## src/phaethonPkg.sv

```systemverilog
package phaethonPkg;

  // Meaningful widths
  typedef logic [31:0] wordT;     // Data word, address or raw instruction
  typedef logic [5:0]  regAddrT;  // Index into the 64-entry register file
  typedef logic [2:0]  flagsT;    // Compare flags kept in r1

  localparam int      numRegs       = 64;
  localparam regAddrT stackReg      = 6'd0;  // Stack pointer register
  localparam regAddrT flagReg       = 6'd1;  // Flags register
  localparam wordT    wordBytes     = 32'd4;
  localparam wordT    resetDataWord = 32'hffffffff;

  // Bit positions inside flagsT
  localparam int flagEq = 0;
  localparam int flagLt = 1;
  localparam int flagGt = 2;

  // Opcode byte, zero and unlisted values fall through as no-ops
  typedef enum logic [7:0] {
    MovRC = 8'd1, MovRR, MovRdC, MovRdRo, MovRdR, MovdCR, MovdRoR,
    PushR, PopR, CallR, Ret,
    CmpRR, CmpRC, CmpERRR, CmpLtRRR,
    JmpC, JeC, JneC, JzRC, JnzRC,
    AddRRC, AddRRR, SubRRC, SubRRR, IncR, DecR, ShlRRR, ShrRRR, NegRR,
    DoutR, Stall
  } opcodeT;

  // Sequencer states
  typedef enum logic [3:0] {
    Fetch, FetchWait, Decode, ReadRegs, DataWait, DataDone,
    MemRequest, MemWait, MemDone, Execute
  } modeT;

  // Decoded instruction word
  typedef struct packed {
    opcodeT  op;
    regAddrT ra;  // Byte 1
    regAddrT rb;  // Byte 2
    regAddrT rc;  // Byte 3
  } instrT;

  typedef struct packed {
    wordT a;
    wordT b;
    wordT c;
  } operandT;

  // Everything committed in Execute
  typedef struct packed {
    logic    destEn;
    regAddrT destReg;
    wordT    destData;
    logic    spEn;
    wordT    spData;
    logic    flagsEn;
    flagsT   flags;
    logic    ipLoad;
    wordT    ipTarget;
  } writebackT;

  typedef struct packed {
    logic read;
    logic write;
    wordT addr;
    wordT data;
  } memReqT;

  // Opcodes followed by a constant word, so 8 bytes long
  function automatic logic is8Byte(opcodeT op);
    case (op)
      MovRC, MovRdC, MovRdRo, MovdCR, MovdRoR, CmpRC,
      JmpC, JeC, JneC, JzRC, JnzRC, AddRRC, SubRRC: return 1'b1;
      default: return 1'b0;
    endcase
  endfunction

  // Needs a data access after decode
  function automatic logic isRamOp(opcodeT op);
    case (op)
      MovRdC, MovRdRo, MovRdR, MovdCR, MovdRoR,
      PushR, PopR, CallR, Ret: return 1'b1;
      default: return 1'b0;
    endcase
  endfunction

  function automatic logic readsRam(opcodeT op);
    case (op)
      MovRdC, MovRdRo, MovRdR, PopR, Ret: return 1'b1;  // Loads and stack reads
      default: return 1'b0;
    endcase
  endfunction

endpackage
```

## src/cpuSequencer.sv

```systemverilog
`timescale 1ns/100ps

module cpuSequencer (
  input  logic                   clk,
  input  logic                   reset,
  input  phaethonPkg::wordT      ramIn,
  input  logic                   is8,
  input  logic                   isRam,
  input  logic                   readsRam,
  input  phaethonPkg::memReqT    memReq,
  input  phaethonPkg::writebackT wb,
  output logic                   decodeLoad,   // Latch instruction word
  output logic                   operandLoad,  // Latch register reads
  output logic                   commit,       // Apply writeback
  output phaethonPkg::wordT      ip,
  output phaethonPkg::wordT      dataWord,
  output phaethonPkg::wordT      ramValue,
  output phaethonPkg::wordT      ramAddress,
  output phaethonPkg::wordT      ramOut,
  output logic                   readReq,
  output logic                   writeReq
);

  phaethonPkg::modeT mode;
  phaethonPkg::wordT ipStep;  // Instruction length

  assign decodeLoad  = (mode == phaethonPkg::Decode);
  assign operandLoad = (mode == phaethonPkg::ReadRegs);
  assign commit      = (mode == phaethonPkg::Execute);

  assign ipStep = is8 ? 2 * phaethonPkg::wordBytes : phaethonPkg::wordBytes;

  // Mode sequencing, ip and request strobes
  always_ff @(posedge clk or posedge reset) begin
    if (reset) begin
      mode     <= phaethonPkg::Fetch;
      ip       <= '0;
      readReq  <= 1'b0;
      writeReq <= 1'b0;
      dataWord <= phaethonPkg::resetDataWord;
    end else begin
      // Strobes last one cycle
      readReq  <= 1'b0;
      writeReq <= 1'b0;
      case (mode)
        phaethonPkg::Fetch: begin
          readReq <= 1'b1;  // Instruction word at ip
          mode    <= phaethonPkg::FetchWait;
        end
        phaethonPkg::FetchWait: mode <= phaethonPkg::Decode;
        phaethonPkg::Decode:    mode <= phaethonPkg::ReadRegs;  // Word sampled here
        phaethonPkg::ReadRegs: begin
          if (is8) begin
            readReq <= 1'b1;  // Constant word at ip + 4
            mode    <= phaethonPkg::DataWait;
          end else if (isRam) begin
            mode <= phaethonPkg::MemRequest;
          end else begin
            mode <= phaethonPkg::Execute;
          end
        end
        phaethonPkg::DataWait: mode <= phaethonPkg::DataDone;
        phaethonPkg::DataDone: begin
          dataWord <= ramIn;
          mode     <= isRam ? phaethonPkg::MemRequest : phaethonPkg::Execute;
        end
        phaethonPkg::MemRequest: begin
          readReq  <= memReq.read;
          writeReq <= memReq.write;  // Store lands at end of MemWait
          mode     <= phaethonPkg::MemWait;
        end
        phaethonPkg::MemWait: mode <= phaethonPkg::MemDone;
        phaethonPkg::MemDone: mode <= phaethonPkg::Execute;
        phaethonPkg::Execute: begin
          // Jump, call, return and stall load ip
          ip   <= wb.ipLoad ? wb.ipTarget : ip + ipStep;
          mode <= phaethonPkg::Fetch;
        end
        default: mode <= phaethonPkg::Fetch;
      endcase
    end
  end

  // Memory address, store data and read value
  always_ff @(posedge clk) begin
    case (mode)
      phaethonPkg::Fetch:    ramAddress <= ip;
      phaethonPkg::ReadRegs: ramAddress <= ip + phaethonPkg::wordBytes;
      phaethonPkg::MemRequest: begin
        ramAddress <= memReq.addr;
        ramOut     <= memReq.data;
      end
      phaethonPkg::MemDone: begin
        if (readsRam) ramValue <= ramIn;  // Second edge after request
      end
      default: begin
      end
    endcase
  end

endmodule

```

## config.mk

```make
export PLATFORM = sky130hd
export DESIGN_NAME = cpuSequencer
export DESIGN_NICKNAME = d
export VERILOG_FILES = /design/src/phaethonPkg.sv /design/src/cpuSequencer.sv
export SDC_FILE = /design/constraint.sdc
export NUM_CORES = 1
export LEC_CHECK = 0
export ABC_AREA = 1
export BUFFER_PORTS_ARGS = -buffer_cell sky130_fd_sc_hd__buf_2
export CELL_PAD_IN_SITES_DETAIL_PLACEMENT = 1
export CELL_PAD_IN_SITES_GLOBAL_PLACEMENT = 1
export CORE_MARGIN = 5
export CORE_UTILIZATION = 36
export CTS_CLUSTER_SIZE = 8
export DETAILED_ROUTE_END_ITERATION = 8
export GPL_TIMING_DRIVEN = 1
export PLACE_DENSITY = 0.95
export SLEW_MARGIN = 30
export SYNTH_ARGS = -nofsm -noshare
export SYNTH_HDL_FRONTEND = slang
export SYNTH_SLANG_ARGS = --single-unit
```

## constraint.sdc

```tcl
create_clock -name clk -period 3.65 [get_ports clk]
set_input_delay 0.1825 -clock clk [delete_from_list [all_inputs] [get_ports clk]]
set_output_delay 0.1825 -clock clk [all_outputs]
set_load 0.005 [all_outputs]
```

; ---- After elaboration in Yosys (flattened, before gate mapping)
; Cells that the tools add are included.
[word_totals]
out_inout_bits = 165
word_cells = 31
reg_bits = 166
in_bits = 212
[classes]
reduce_logical = 3
n_addsub = 2
muxes = 9
n_eq_ne = 9
[op_table]
columns = cell, n
row1 = 32-bit case mux with 3 select lines, 1
row2 = 4-bit case mux with 9 select lines, 1
row3 = "32-bit by 3-bit adder with 32-bit output, second input constant", 1
row4 = 32-bit by 4-bit adder with 32-bit output, 1
row5 = 32-bit 2-to-1 mux, 1
row6 = "4-bit by 3-bit == test with 1-bit output, second input constant", 4
row7 = 4-bit 2-to-1 mux, 3
row8 = "4-bit by 2-bit == test with 1-bit output, second input constant", 2
row9 = "4-bit == test, second input constant", 2
row10 = "4-bit by 1-bit == test with 1-bit output, second input constant", 1
row11 = 4-bit zero test, 1
row12 = 1-bit case mux with 3 select lines, 1
row13 = 3-bit nonzero test, 1
row14 = 1-bit 2-to-1 mux, 2
row15 = 2-bit AND reduction, 1

; ---- Longest topological paths before layout
; Gate-level depths: netlist of the first run.
[logic_depth]
depth_word = 3
ltp_mapped = 13
ltp_nobuf = 13

; ---- Least setup slack after synthesis of the first run
; OpenSTA, ideal clock, no wires.
[synth_path]
path_kind = register -> register
from = register mode[1]
to = register ramValue[0] (enable)
synth_period_minus_slack_ps = 2482
path_slack_ps = 1168
n_path_buf = 0
stages_incl_launch_ff = 4
arrival_ps = 2061
setup_time_ps = 421
required_ps = 3229
cell_sequence = dfrtp_1 -> nor2_1 -> nand2_1 -> nor2_1
[synth_between]
elab_chain_cells = 2
[synth_rtl]
columns = element, line_no
row1 = "start, declared", cpuSequencer.sv:24  ; phaethonPkg::modeT mode;
row2 = "start signal, assigned", cpuSequencer.sv:36  ; mode <= phaethonPkg::Fetch;
row3 = "start signal, assigned", cpuSequencer.sv:48  ; mode <= phaethonPkg::FetchWait;
row4 = "start signal, assigned", cpuSequencer.sv:50  ; phaethonPkg::FetchWait: mode <= phaethonPkg::Decode;
row5 = 4-bit == test, cpuSequencer.sv:86  ; case (mode)
row6 = 2-bit AND reduction (no source line), -
row7 = "end signal, assigned", cpuSequencer.sv:94  ; if (readsRam) ramValue <= ramIn;
row8 = "end, declared", cpuSequencer.sv:17  ; output phaethonPkg::wordT ramValue,
; No other way between the ends.
; A chain may end at the register's enable or synchronous reset.

; ---- Worst setup path in the final report of the first run
[layout_path]
from = register mode[1]
to = register ramAddress[23] (enable)
[layout_between]
elab_chain_cells = 2
elab_cells_between_ends = 4
classes_between = eq/ne: 2 / reduce/logical: 2
[layout_rtl]
columns = element, line_no
row1 = "4-bit by 2-bit == test with 1-bit output, or another cell as far along", cpuSequencer.sv:86
row2 = 3-bit nonzero test (no source line) *, -
row3 = "end signal, assigned", cpuSequencer.sv:87  ; phaethonPkg::Fetch: ramAddress <= ip;
row4 = "end signal, assigned", cpuSequencer.sv:88  ; phaethonPkg::ReadRegs: ramAddress <= ip + phaethonPkg::wordBytes;
row5 = "end signal, assigned", cpuSequencer.sv:90  ; ramAddress <= memReq.addr;
row6 = "end, declared", cpuSequencer.sv:18  ; output phaethonPkg::wordT ramAddress,
; Every way passes the cells marked *; elsewhere a longest branch is shown, timed or not.

==> summary.md, run 1 <==
| Metric | Value |
|---|---|
| I/O pin total | `377` |
| Synth Area in Adders | `0.727%` |
| Post_cts resized | `0` |
| Status | `finished clean` |
| CP Launch Type | `flip-flop` |
| Starting density of the core | `36.4%` |
| H-Tree Depth | `4` |
| TritonCTS clock tree | `built` |
| Count of different cell masters after synthesis | `34` |
| Crit-path slowest cell | `nand2_1` |
| Layout cell share with drive strength beyond 1 | `33.3%` |
| Worst VDD drop | `0.299 mV` |
| RR Startpoint | `mode[1]` |
| Worst rel slew slack | `44.3%` |
| Largest net degree at the start of global routing | `38` |
| Crit Path Class | `flip-flop to flip-flop` |
| Wire per inst | `22.2 microns` |
| Vias | `8145` |
| Post-Synthesis Cells | `889` |
| Critical Path RT | `3.83 ns` |
| Setup Slack @ Placement | `1.13 ns` |
| Part of the Yosys area used for sequential elements | `59.0%` |
| Area contributors post-synth | `edfxtp_1 (36%), nand2_1 (15%), dfrtp_1 (12%)` |
| R2R setup slack | `1.14 ns` |
| Routed wire length | `34600 microns` |
| Arrival time at the worst endpoint | `2.69 ns` |
| Total CTS buffers | `17` |
| Global Route Usage Sum | `27.0%` |
| Cell Chain, Critical Path | `nand2_1 > inv_1 > nand2_1 > nand2_1 > inv_2 > nand2_1 > buf_12` |
| Residual DRC | `0` |
| Final setup vio count | `0` |
| Layout area overhead | `39.4%` |
| Post-synthesis mux area share | `0%` |
| Number of synthesis warnings | `0` |
| Drt initial violations | `549` |
| Gr ovfl total | `0` |
| DR vias/cell | `5.23` |
| Post-CTS setup buffers | `0` |
| Synth Area per Inst | `8.90 sq um` |
| Clk sink count | `166` |
| Area of the multi-input gates | `2840 sq um` |
| Slowest Stage Delay on Critical Path | `0.45 ns` |
| Hold Violations, Final | `0` |
| RSZ-0062 raised after global routing | `no` |
| Num rows | `54` |
| Synth area leader | `edfxtp_1` |
| Hpwl dp | `24500 microns` |
| Vias in the first global route | `8641` |
| Synth Area in Compound Gates | `6.15%` |
| Max-slew violation count | `0` |
| Port Buf Inserts | `300` |
| Hold Slack | `0.0145 ns` |
| Initial antenna violation count | `2` |
| Pin slew with the least headroom to its limit | `0.834 ns` |
| Final ANT Viol Nets | `0` |
| Power Dens Cells | `772 nW/um^2` |
| Post-Synth Simple-Gate Area | `28.8%` |
| Die area | `25100 sq um` |
| Pleak | `5.07 nW` |
| Ratio of final minimum period to clock period | `68.8%` |
| Syn nets | `1105` |
| CP endpoint kind | `flip-flop` |
| Crit-path most repeated cell | `nand2_1` |
| Routability cong. | `0.888` |
| Worst setup startpoint | `mode[1]` |
| Final TNS setup | `0 ns` |
| Flops & latches, synth | `166` |
| Post-layout nets | `1480` |
| Final worst clock skew | `0.0186 ns` |
| Die span in x | `158 microns` |
| Buf/Inv on CP | `3` |
| Post-Syn Area | `7920 sq um` |
| FMAX | `0.398 GHz` |
| CP max FO | `23` |
| FILL cells | `2585` |
| Clock Pin Slew Worst Setup and Hold Paths | `0.07 ns` |
| Kind of cell adding the most delay to the critical path | `simple AND/OR/NAND/NOR gates` |
| XOR/XNOR share of the synthesized area | `0.221%` |
| Worst setup margin | `1.14 ns` |
| Hold crit path type | `primary input to flip-flop` |
| First-pass DRT Iterations | `4` |
| First-pass GRT wire length | `50600 microns` |
| Main combinational cell family by area after synthesis | `simple AND/OR/NAND/NOR gates` |
| Clk Latency, worst-skew pair | `0.44 ns` |
| Top cell type's share of synthesized area | `36.4%` |
| Min Tclk post-route | `2.51 ns` |
| Root Buffer | `clkbuf_16` |
| Max-Cap Viols | `0` |
| Maximum buffer depth of the clock tree | `2` |
| FF+latch area | `4670 sq um` |
| Die Ht | `158 microns` |
| Hold_buf cts | `70` |
| Core box area | `21800 sq um` |
| Beginning of the worst hold path | `wb[8]` |
-- sequential cells by signal (all words and copies together) (netlist names) --
register    cells
dataWord       32
ip             32
ramAddress     32
ramOut         32
ramValue       32
mode            4
readReq         1
writeReq        1
-- placed cells by master, fill, tap and decap left out, types with 2 or more instances in the layout --
| master | instances |
|---|---|
| inv_8 | 4 |
| nand3_1 | 94 |
| a211oi_1 | 3 |
| clkbuf_16 | 17 |
| nand2_1 | 324 |
| inv_2 | 8 |
| inv_1 | 65 |
| o21ai_0 | 33 |
| buf_4 | 10 |
| clkinv_8 | 3 |
| nand4_1 | 2 |
| buf_2 | 300 |
| nor2_1 | 71 |
| a22oi_1 | 2 |
| dlygate4sd3_1 | 70 |
| a31oi_1 | 2 |
| dfstp_2 | 32 |
| nand2_2 | 13 |
| clkinv_4 | 2 |
| edfxtp_1 | 96 |
| inv_6 | 4 |
| a21oi_1 | 13 |
| dfrtp_1 | 38 |
| nor2_2 | 19 |
| ha_1 | 3 |
| o211ai_1 | 17 |
| o21ai_1 | 7 |
| nor3_1 | 2 |
| nor2_4 | 8 |
| o22ai_1 | 3 |
-- through the flow --
| stage | power (mW) | util, % | cell area, sq um | instances |
|---|---|---|---|---|
| 4_1_cts | 8.45 | 50.7 | 11000 | 1557 |
| 6_report | 8.52 | 50.7 | 11000 | 1558 |
| 3_3_place_gp | 6.34 | 44.8 | 9740 | 1455 |
| 3_5_place_dp | 6.56 | 44.8 | 9740 | 1455 |
| 2_1_floorplan | 4.98 | - | 7920 | 889 |
| 5_1_grt | 9.00 | 50.7 | 11000 | 1557 |
-- power breakdown --
part           leakage [nW]  switching, mW  internal [mW]
logic                  3.11           1.97           1.13
registers              1.67          0.666           2.93
clock network         0.288          0.882          0.937
total                  5.07           3.52           5.00
-- kinds of logic after synthesis --
| logic type | Yosys count |
|---|---|
| xor+xnor | 2 |
| compound gates | 83 |
| simple gates | 535 |
| flops | 166 |
| buf+inv | 99 |
| fa+ha+maj | 4 |
-- per-layer routing --
layer | track usage (%) | part of all wire, %
met1 | 30.8 | 36
met2 | 47.4 | 50
met5 | 0 | 0.038
met3 | 6.58 | 8.7
met4 | 12.8 | 4.5
-- final timing paths --
path | to | cells after the start
max in group asynchronous | ip[19] | 4
min | ip[8] | 3
max | ramAddress[23] | 7
min reg2reg | dataWord[2] | 2
min in group asynchronous | ip[27] | 3
max reg2reg | ramAddress[23] | 7
-- layout make-up --
cell class	instances	area share, %
Sequential cell	166	42.3
Multi-Input combinational cell	624	25.8
Timing Repair Buffer	381	20.8
Clock buffer	18	3.98
Tap cell	280	3.17
Inverter	74	2.52
Clock inverter	14	1.39
Antenna cell	1	0.0227
-- worst register-to-register path: cells and delay by family (launching register included) --
| kind | cells | cell delay [ns] |
|---|---|---|
| buf+inv | 3 | 0.75 |
| flops | 1 | 0.41 |
| simple gates | 4 | 1.09 |
-- synthesized netlist by cell type --
cell	count
a211oi_1	3
a21oi_1	13
a221oi_1	1
a22oi_1	2
a31oi_1	2
buf_2	17
buf_6	1
clkbuf_1	7
clkinv_1	1
dfrtp_1	38
dfstp_2	32
edfxtp_1	96
fa_1	1
ha_1	3
inv_1	67
inv_2	6
nand2_1	324
nand2_2	13
nand3_1	94
nand3_2	1
nand4_1	2
nor2_1	72
nor2_2	18
nor2_4	8
nor3_1	2
o2111ai_1	1
o211ai_1	17
o21ai_0	33
o21ai_1	7
o22ai_1	3
o31ai_1	1
or2_2	1
xnor2_1	1
xor2_1	1
No activity file was read; power rests on OpenSTA's default activity.
==> inputs of run 2 (changes only) <==
--- a/config.mk
+++ b/config.mk
@@ -10,11 +10,11 @@
 export CELL_PAD_IN_SITES_DETAIL_PLACEMENT = 1
 export CELL_PAD_IN_SITES_GLOBAL_PLACEMENT = 1
 export CORE_MARGIN = 5
-export CORE_UTILIZATION = 36
+export CORE_UTILIZATION = 30
 export CTS_CLUSTER_SIZE = 8
 export DETAILED_ROUTE_END_ITERATION = 8
 export GPL_TIMING_DRIVEN = 1
-export PLACE_DENSITY = 0.95
+export PLACE_DENSITY = 0.87
 export SLEW_MARGIN = 30
 export SYNTH_ARGS = -nofsm -noshare
 export SYNTH_HDL_FRONTEND = slang
==> constraint.sdc (replaced) <==
create_clock -name clk -period 2.1 [get_ports clk]
set_input_delay 0.105 -clock clk [delete_from_list [all_inputs] [get_ports clk]]
set_output_delay 0.105 -clock clk [all_outputs]
set_load 0.005 [all_outputs]
==> run 2 against run 1 <==
  * Clock power up 71%
  * Setup slack worse by 1.0 ns
  * Largest power group unchanged
  * Non-clock buffer count up 47
  * Cell count up 6.5%
  * Combinational power up 84%
  * Count of clock-buffer cells in the layout unchanged
==> summary.md, run 2 (synthesis results as in run 1) <==
| Metric | Value |
|---|---|
| Final ANT Viol Nets | `0 (unchanged)` |
| Crit-path slowest cell | `dlygate4sd3_1` |
| Starting density of the core | `30.4% (-6.0 points)` |
| Met1 WL | `12700 microns (+0.38%)` |
| R2R setup slack | `0.10 ns (-1.04 ns)` |
| Most frequent cells in the layout | `nand2_1 (321), buf_2 (300), dlygate4sd3_1 (101)` |
| Beginning of the worst hold path | `memReq[56]` |
| Sw Share | `40.6% (-0.70 points)` |
| Max-Cap Viols | `0 (unchanged)` |
| RR Startpoint | `ip[4]` |
| Psw | `6.08 mW (+73%)` |
| Most common cell after layout, fill and taps aside | `nand2_1` |
| Cell Chain, Critical Path | `dlygate4sd3_1 > buf_2 > inv_2 > ha_4 > inv_1 > fa_2 > inv_1 > nand3_2 > nor2_2 > nand2_1 > o21ai_1 > nand3_1 > o21ai_0 > inv_1` |
| Final worst clock skew | `0.0110 ns (-0.00766 ns)` |
| Gate power share | `38.3% (+1.8 points)` |
| TritonCTS clock tree | `built` |
| Max-slew violation count | `0 (unchanged)` |
| Num rows | `59 (+9.3%)` |
| Clock Pin Slew Worst Setup and Hold Paths | `0.07 ns (about the same)` |
| Min Tclk post-route | `2.00 ns` |
| Post-layout nets | `1527 (+3.2%)` |
| Port Buf Inserts | `300 (unchanged)` |
| RSZ-0062 raised after global routing | `yes` |
| H-Tree Depth | `4 (unchanged)` |
| Maximum buffer depth of the clock tree | `2 (unchanged)` |
| Die span in x | `172 microns (+8.9%)` |
| Top Layer Used | `met5` |
| I/O pin total | `377 (unchanged)` |
| Crit-path most repeated cell | `inv_1` |
| Post-route cell area | `11700 sq um (+5.5%)` |
| Hold Path End | `ramAddress[24]` |
| Pleak | `5.30 nW (+4.4%)` |
| Initial antenna violation count | `3 (+1)` |
| CP Launch Type | `primary input` |
| Routed wire length | `33100 microns (-4.4%)` |
| Routability cong. | `0.894 (+0.74%)` |
| Vias | `8132 (-0.16%)` |
| Critical Path RT | `2.41 ns (-1.42 ns)` |
| Root Buffer | `clkbuf_16` |
| Placed cell count | `1525 (+4.8%)` |
| Cell Count, Final, Fillers Out | `1660 (+6.5%)` |
| Worst VDD drop | `0.578 mV (+94%)` |
| Die Ht | `172 microns (+8.9%)` |
| Internal power | `8.89 mW (+78%)` |
| First-pass GRT wire length | `49200 microns (-2.9%)` |
| Drt initial violations | `525 (-4.4%)` |
| Gr ovfl total | `0 (unchanged)` |
| Clk sink count | `166 (unchanged)` |
| Hold Violations, Final | `0 (unchanged)` |
| Hold crit path type | `primary input to flip-flop` |
| DP Area | `9990 sq um (+2.6%)` |
| Total CTS buffers | `17 (unchanged)` |
| Worst rel slew slack | `46.4% (+2.1 points)` |
| Arrival time at the worst endpoint | `2.31 ns (-0.38 ns)` |
| Layout cell share with drive strength beyond 1 | `34.0% (+0.71 points)` |
| Status | `finished clean` |
| CP endpoint kind | `flip-flop` |
| CP max FO | `3 (-87%)` |
| Hold Crit Depth | `3 (unchanged)` |
| Vias in the first global route | `8907 (+3.1%)` |
| Metal2 WL | `16700 microns (-4.2%)` |
| Core box area | `26100 sq um (+20%)` |
| Residual DRC | `0 (unchanged)` |
| Met3 WL | `2520 microns (-17%)` |
| Clk Latency, worst-skew pair | `0.42 ns (-0.02 ns)` |
| Ratio of final minimum period to clock period | `95.1%` |
| R2R depth | `7 (unchanged)` |
| Clk pwr share | `20.9% (-0.4 points)` |
| Pin slew with the least headroom to its limit | `0.803 ns (-0.0312 ns)` |
| Largest net degree at the start of global routing | `37 (-2.6%)` |
| FMAX | `0.501 GHz` |
| Global Route Usage Sum | `21.6% (-5.4 points)` |
| Final core utilization | `44.7% (-6.0 points)` |
| Crit Path Class | `primary input to flip-flop` |
| DR vias/cell | `4.90 (-6.3%)` |
| Hpwl dp | `24400 microns (-0.43%)` |
| Slowest Stage Delay on Critical Path | `0.55 ns (+0.10 ns)` |
| Power Dens Cells | `1280 nW/um^2 (+66%)` |
| Die area | `29700 sq um (+19%)` |
| Wire per inst | `19.9 microns (-10%)` |
| Layout area overhead | `47.2%` |
| First-pass DRT Iterations | `4 (unchanged)` |
| FF-to-FF End | `ramAddress[31]` |
| Reg power frac | `40.8% (-1.4 points)` |
| Final setup vio count | `0 (unchanged)` |
run 2: cell types whose count changed in the layout (fill, tap and decap cells not counted), sizes merged:
cell and change:
dlygate4sd3 +31, buf +16
run 2: area by class of cell:
| type | count | area, sq um |
|---|---|---|
| Multi-Input combinational cell | 624 | 2900 |
| Tap cell | 335 | 419 |
| Antenna cell | 1 | 2.50 |
| Clock buffer | 18 | 429 |
| Fill cell | 3120 | 14400 |
| Clock inverter | 14 | 154 |
| Sequential cell | 166 | 4670 |
| Inverter | 74 | 280 |
| Timing Repair Buffer | 428 | 2790 |
run 2: what timing repair did:
item | 4_1_cts | 5_1_grt
endpoints found under the setup margin | 1 | 15
pin swaps | 0 | 3
resized for setup | 1 | 14
buffers inserted | 0 | 1
hold buffers | 101 | 0
hold endpoints to repair | 133 | 0
run 2: per-layer routing:
layer	up-vias	track usage [%]
met5	-	0
met4	4	8.95
met2	302	38.1
met1	3982	24.7
met3	73	5.85
li1	3771	-
run 2: worst max-delay path: cells and delay by family:
| family | cells | cell delay, ns |
|---|---|---|
| buf+inv | 6 | 1.00 |
| fa+ha+maj | 2 | 0.51 |
| compound gates | 2 | 0.24 |
| simple gates | 4 | 0.44 |
run 2: how the worst max path moves through the flow:
stage | depth (start not counted) | slack (ns) | startpoint | end
finish | 14 | 0.10 | is8 | ip[12]
CTS | 9 | 0.02 | ip[2] | ramAddress[18]
global route | 14 | -0.02 | is8 | ip[12]
global placement | 9 | 0.17 | ip[2] | ramAddress[18]
floorplan | 3 | 0.14 | mode[1] | ramValue[0]
detailed placement | 9 | 0.02 | ip[2] | ramAddress[18]
run 2: stage by stage:
step / hold WS [ns] / power, mW / setup TNS [ns] / setup WS, ns
6_report: 0.0204 / 15.0 / 0 / 0.102
5_1_grt: 0.000473 / 16.0 / -0.0207 / -0.0207
4_1_cts: 0.00176 / 15.0 / 0 / 0.0187
3_5_place_dp: 0.283 / 11.6 / 0 / 0.0153
3_3_place_gp: 0.282 / 11.3 / 0 / 0.174
2_1_floorplan: 0.196 / 8.66 / 0 / 0.140
run 2: power by group through the flow:
stage / registers (mW) / logic (mW) / clock network, mW
5_1_grt: 6.27 / 6.37 / 3.36
2_1_floorplan: 5.98 / 2.68 / 0
3_5_place_dp: 6.14 / 5.47 / 0
3_3_place_gp: 6.07 / 5.20 / 0
6_report: 6.11 / 5.73 / 3.12
4_1_cts: 6.09 / 5.69 / 3.20
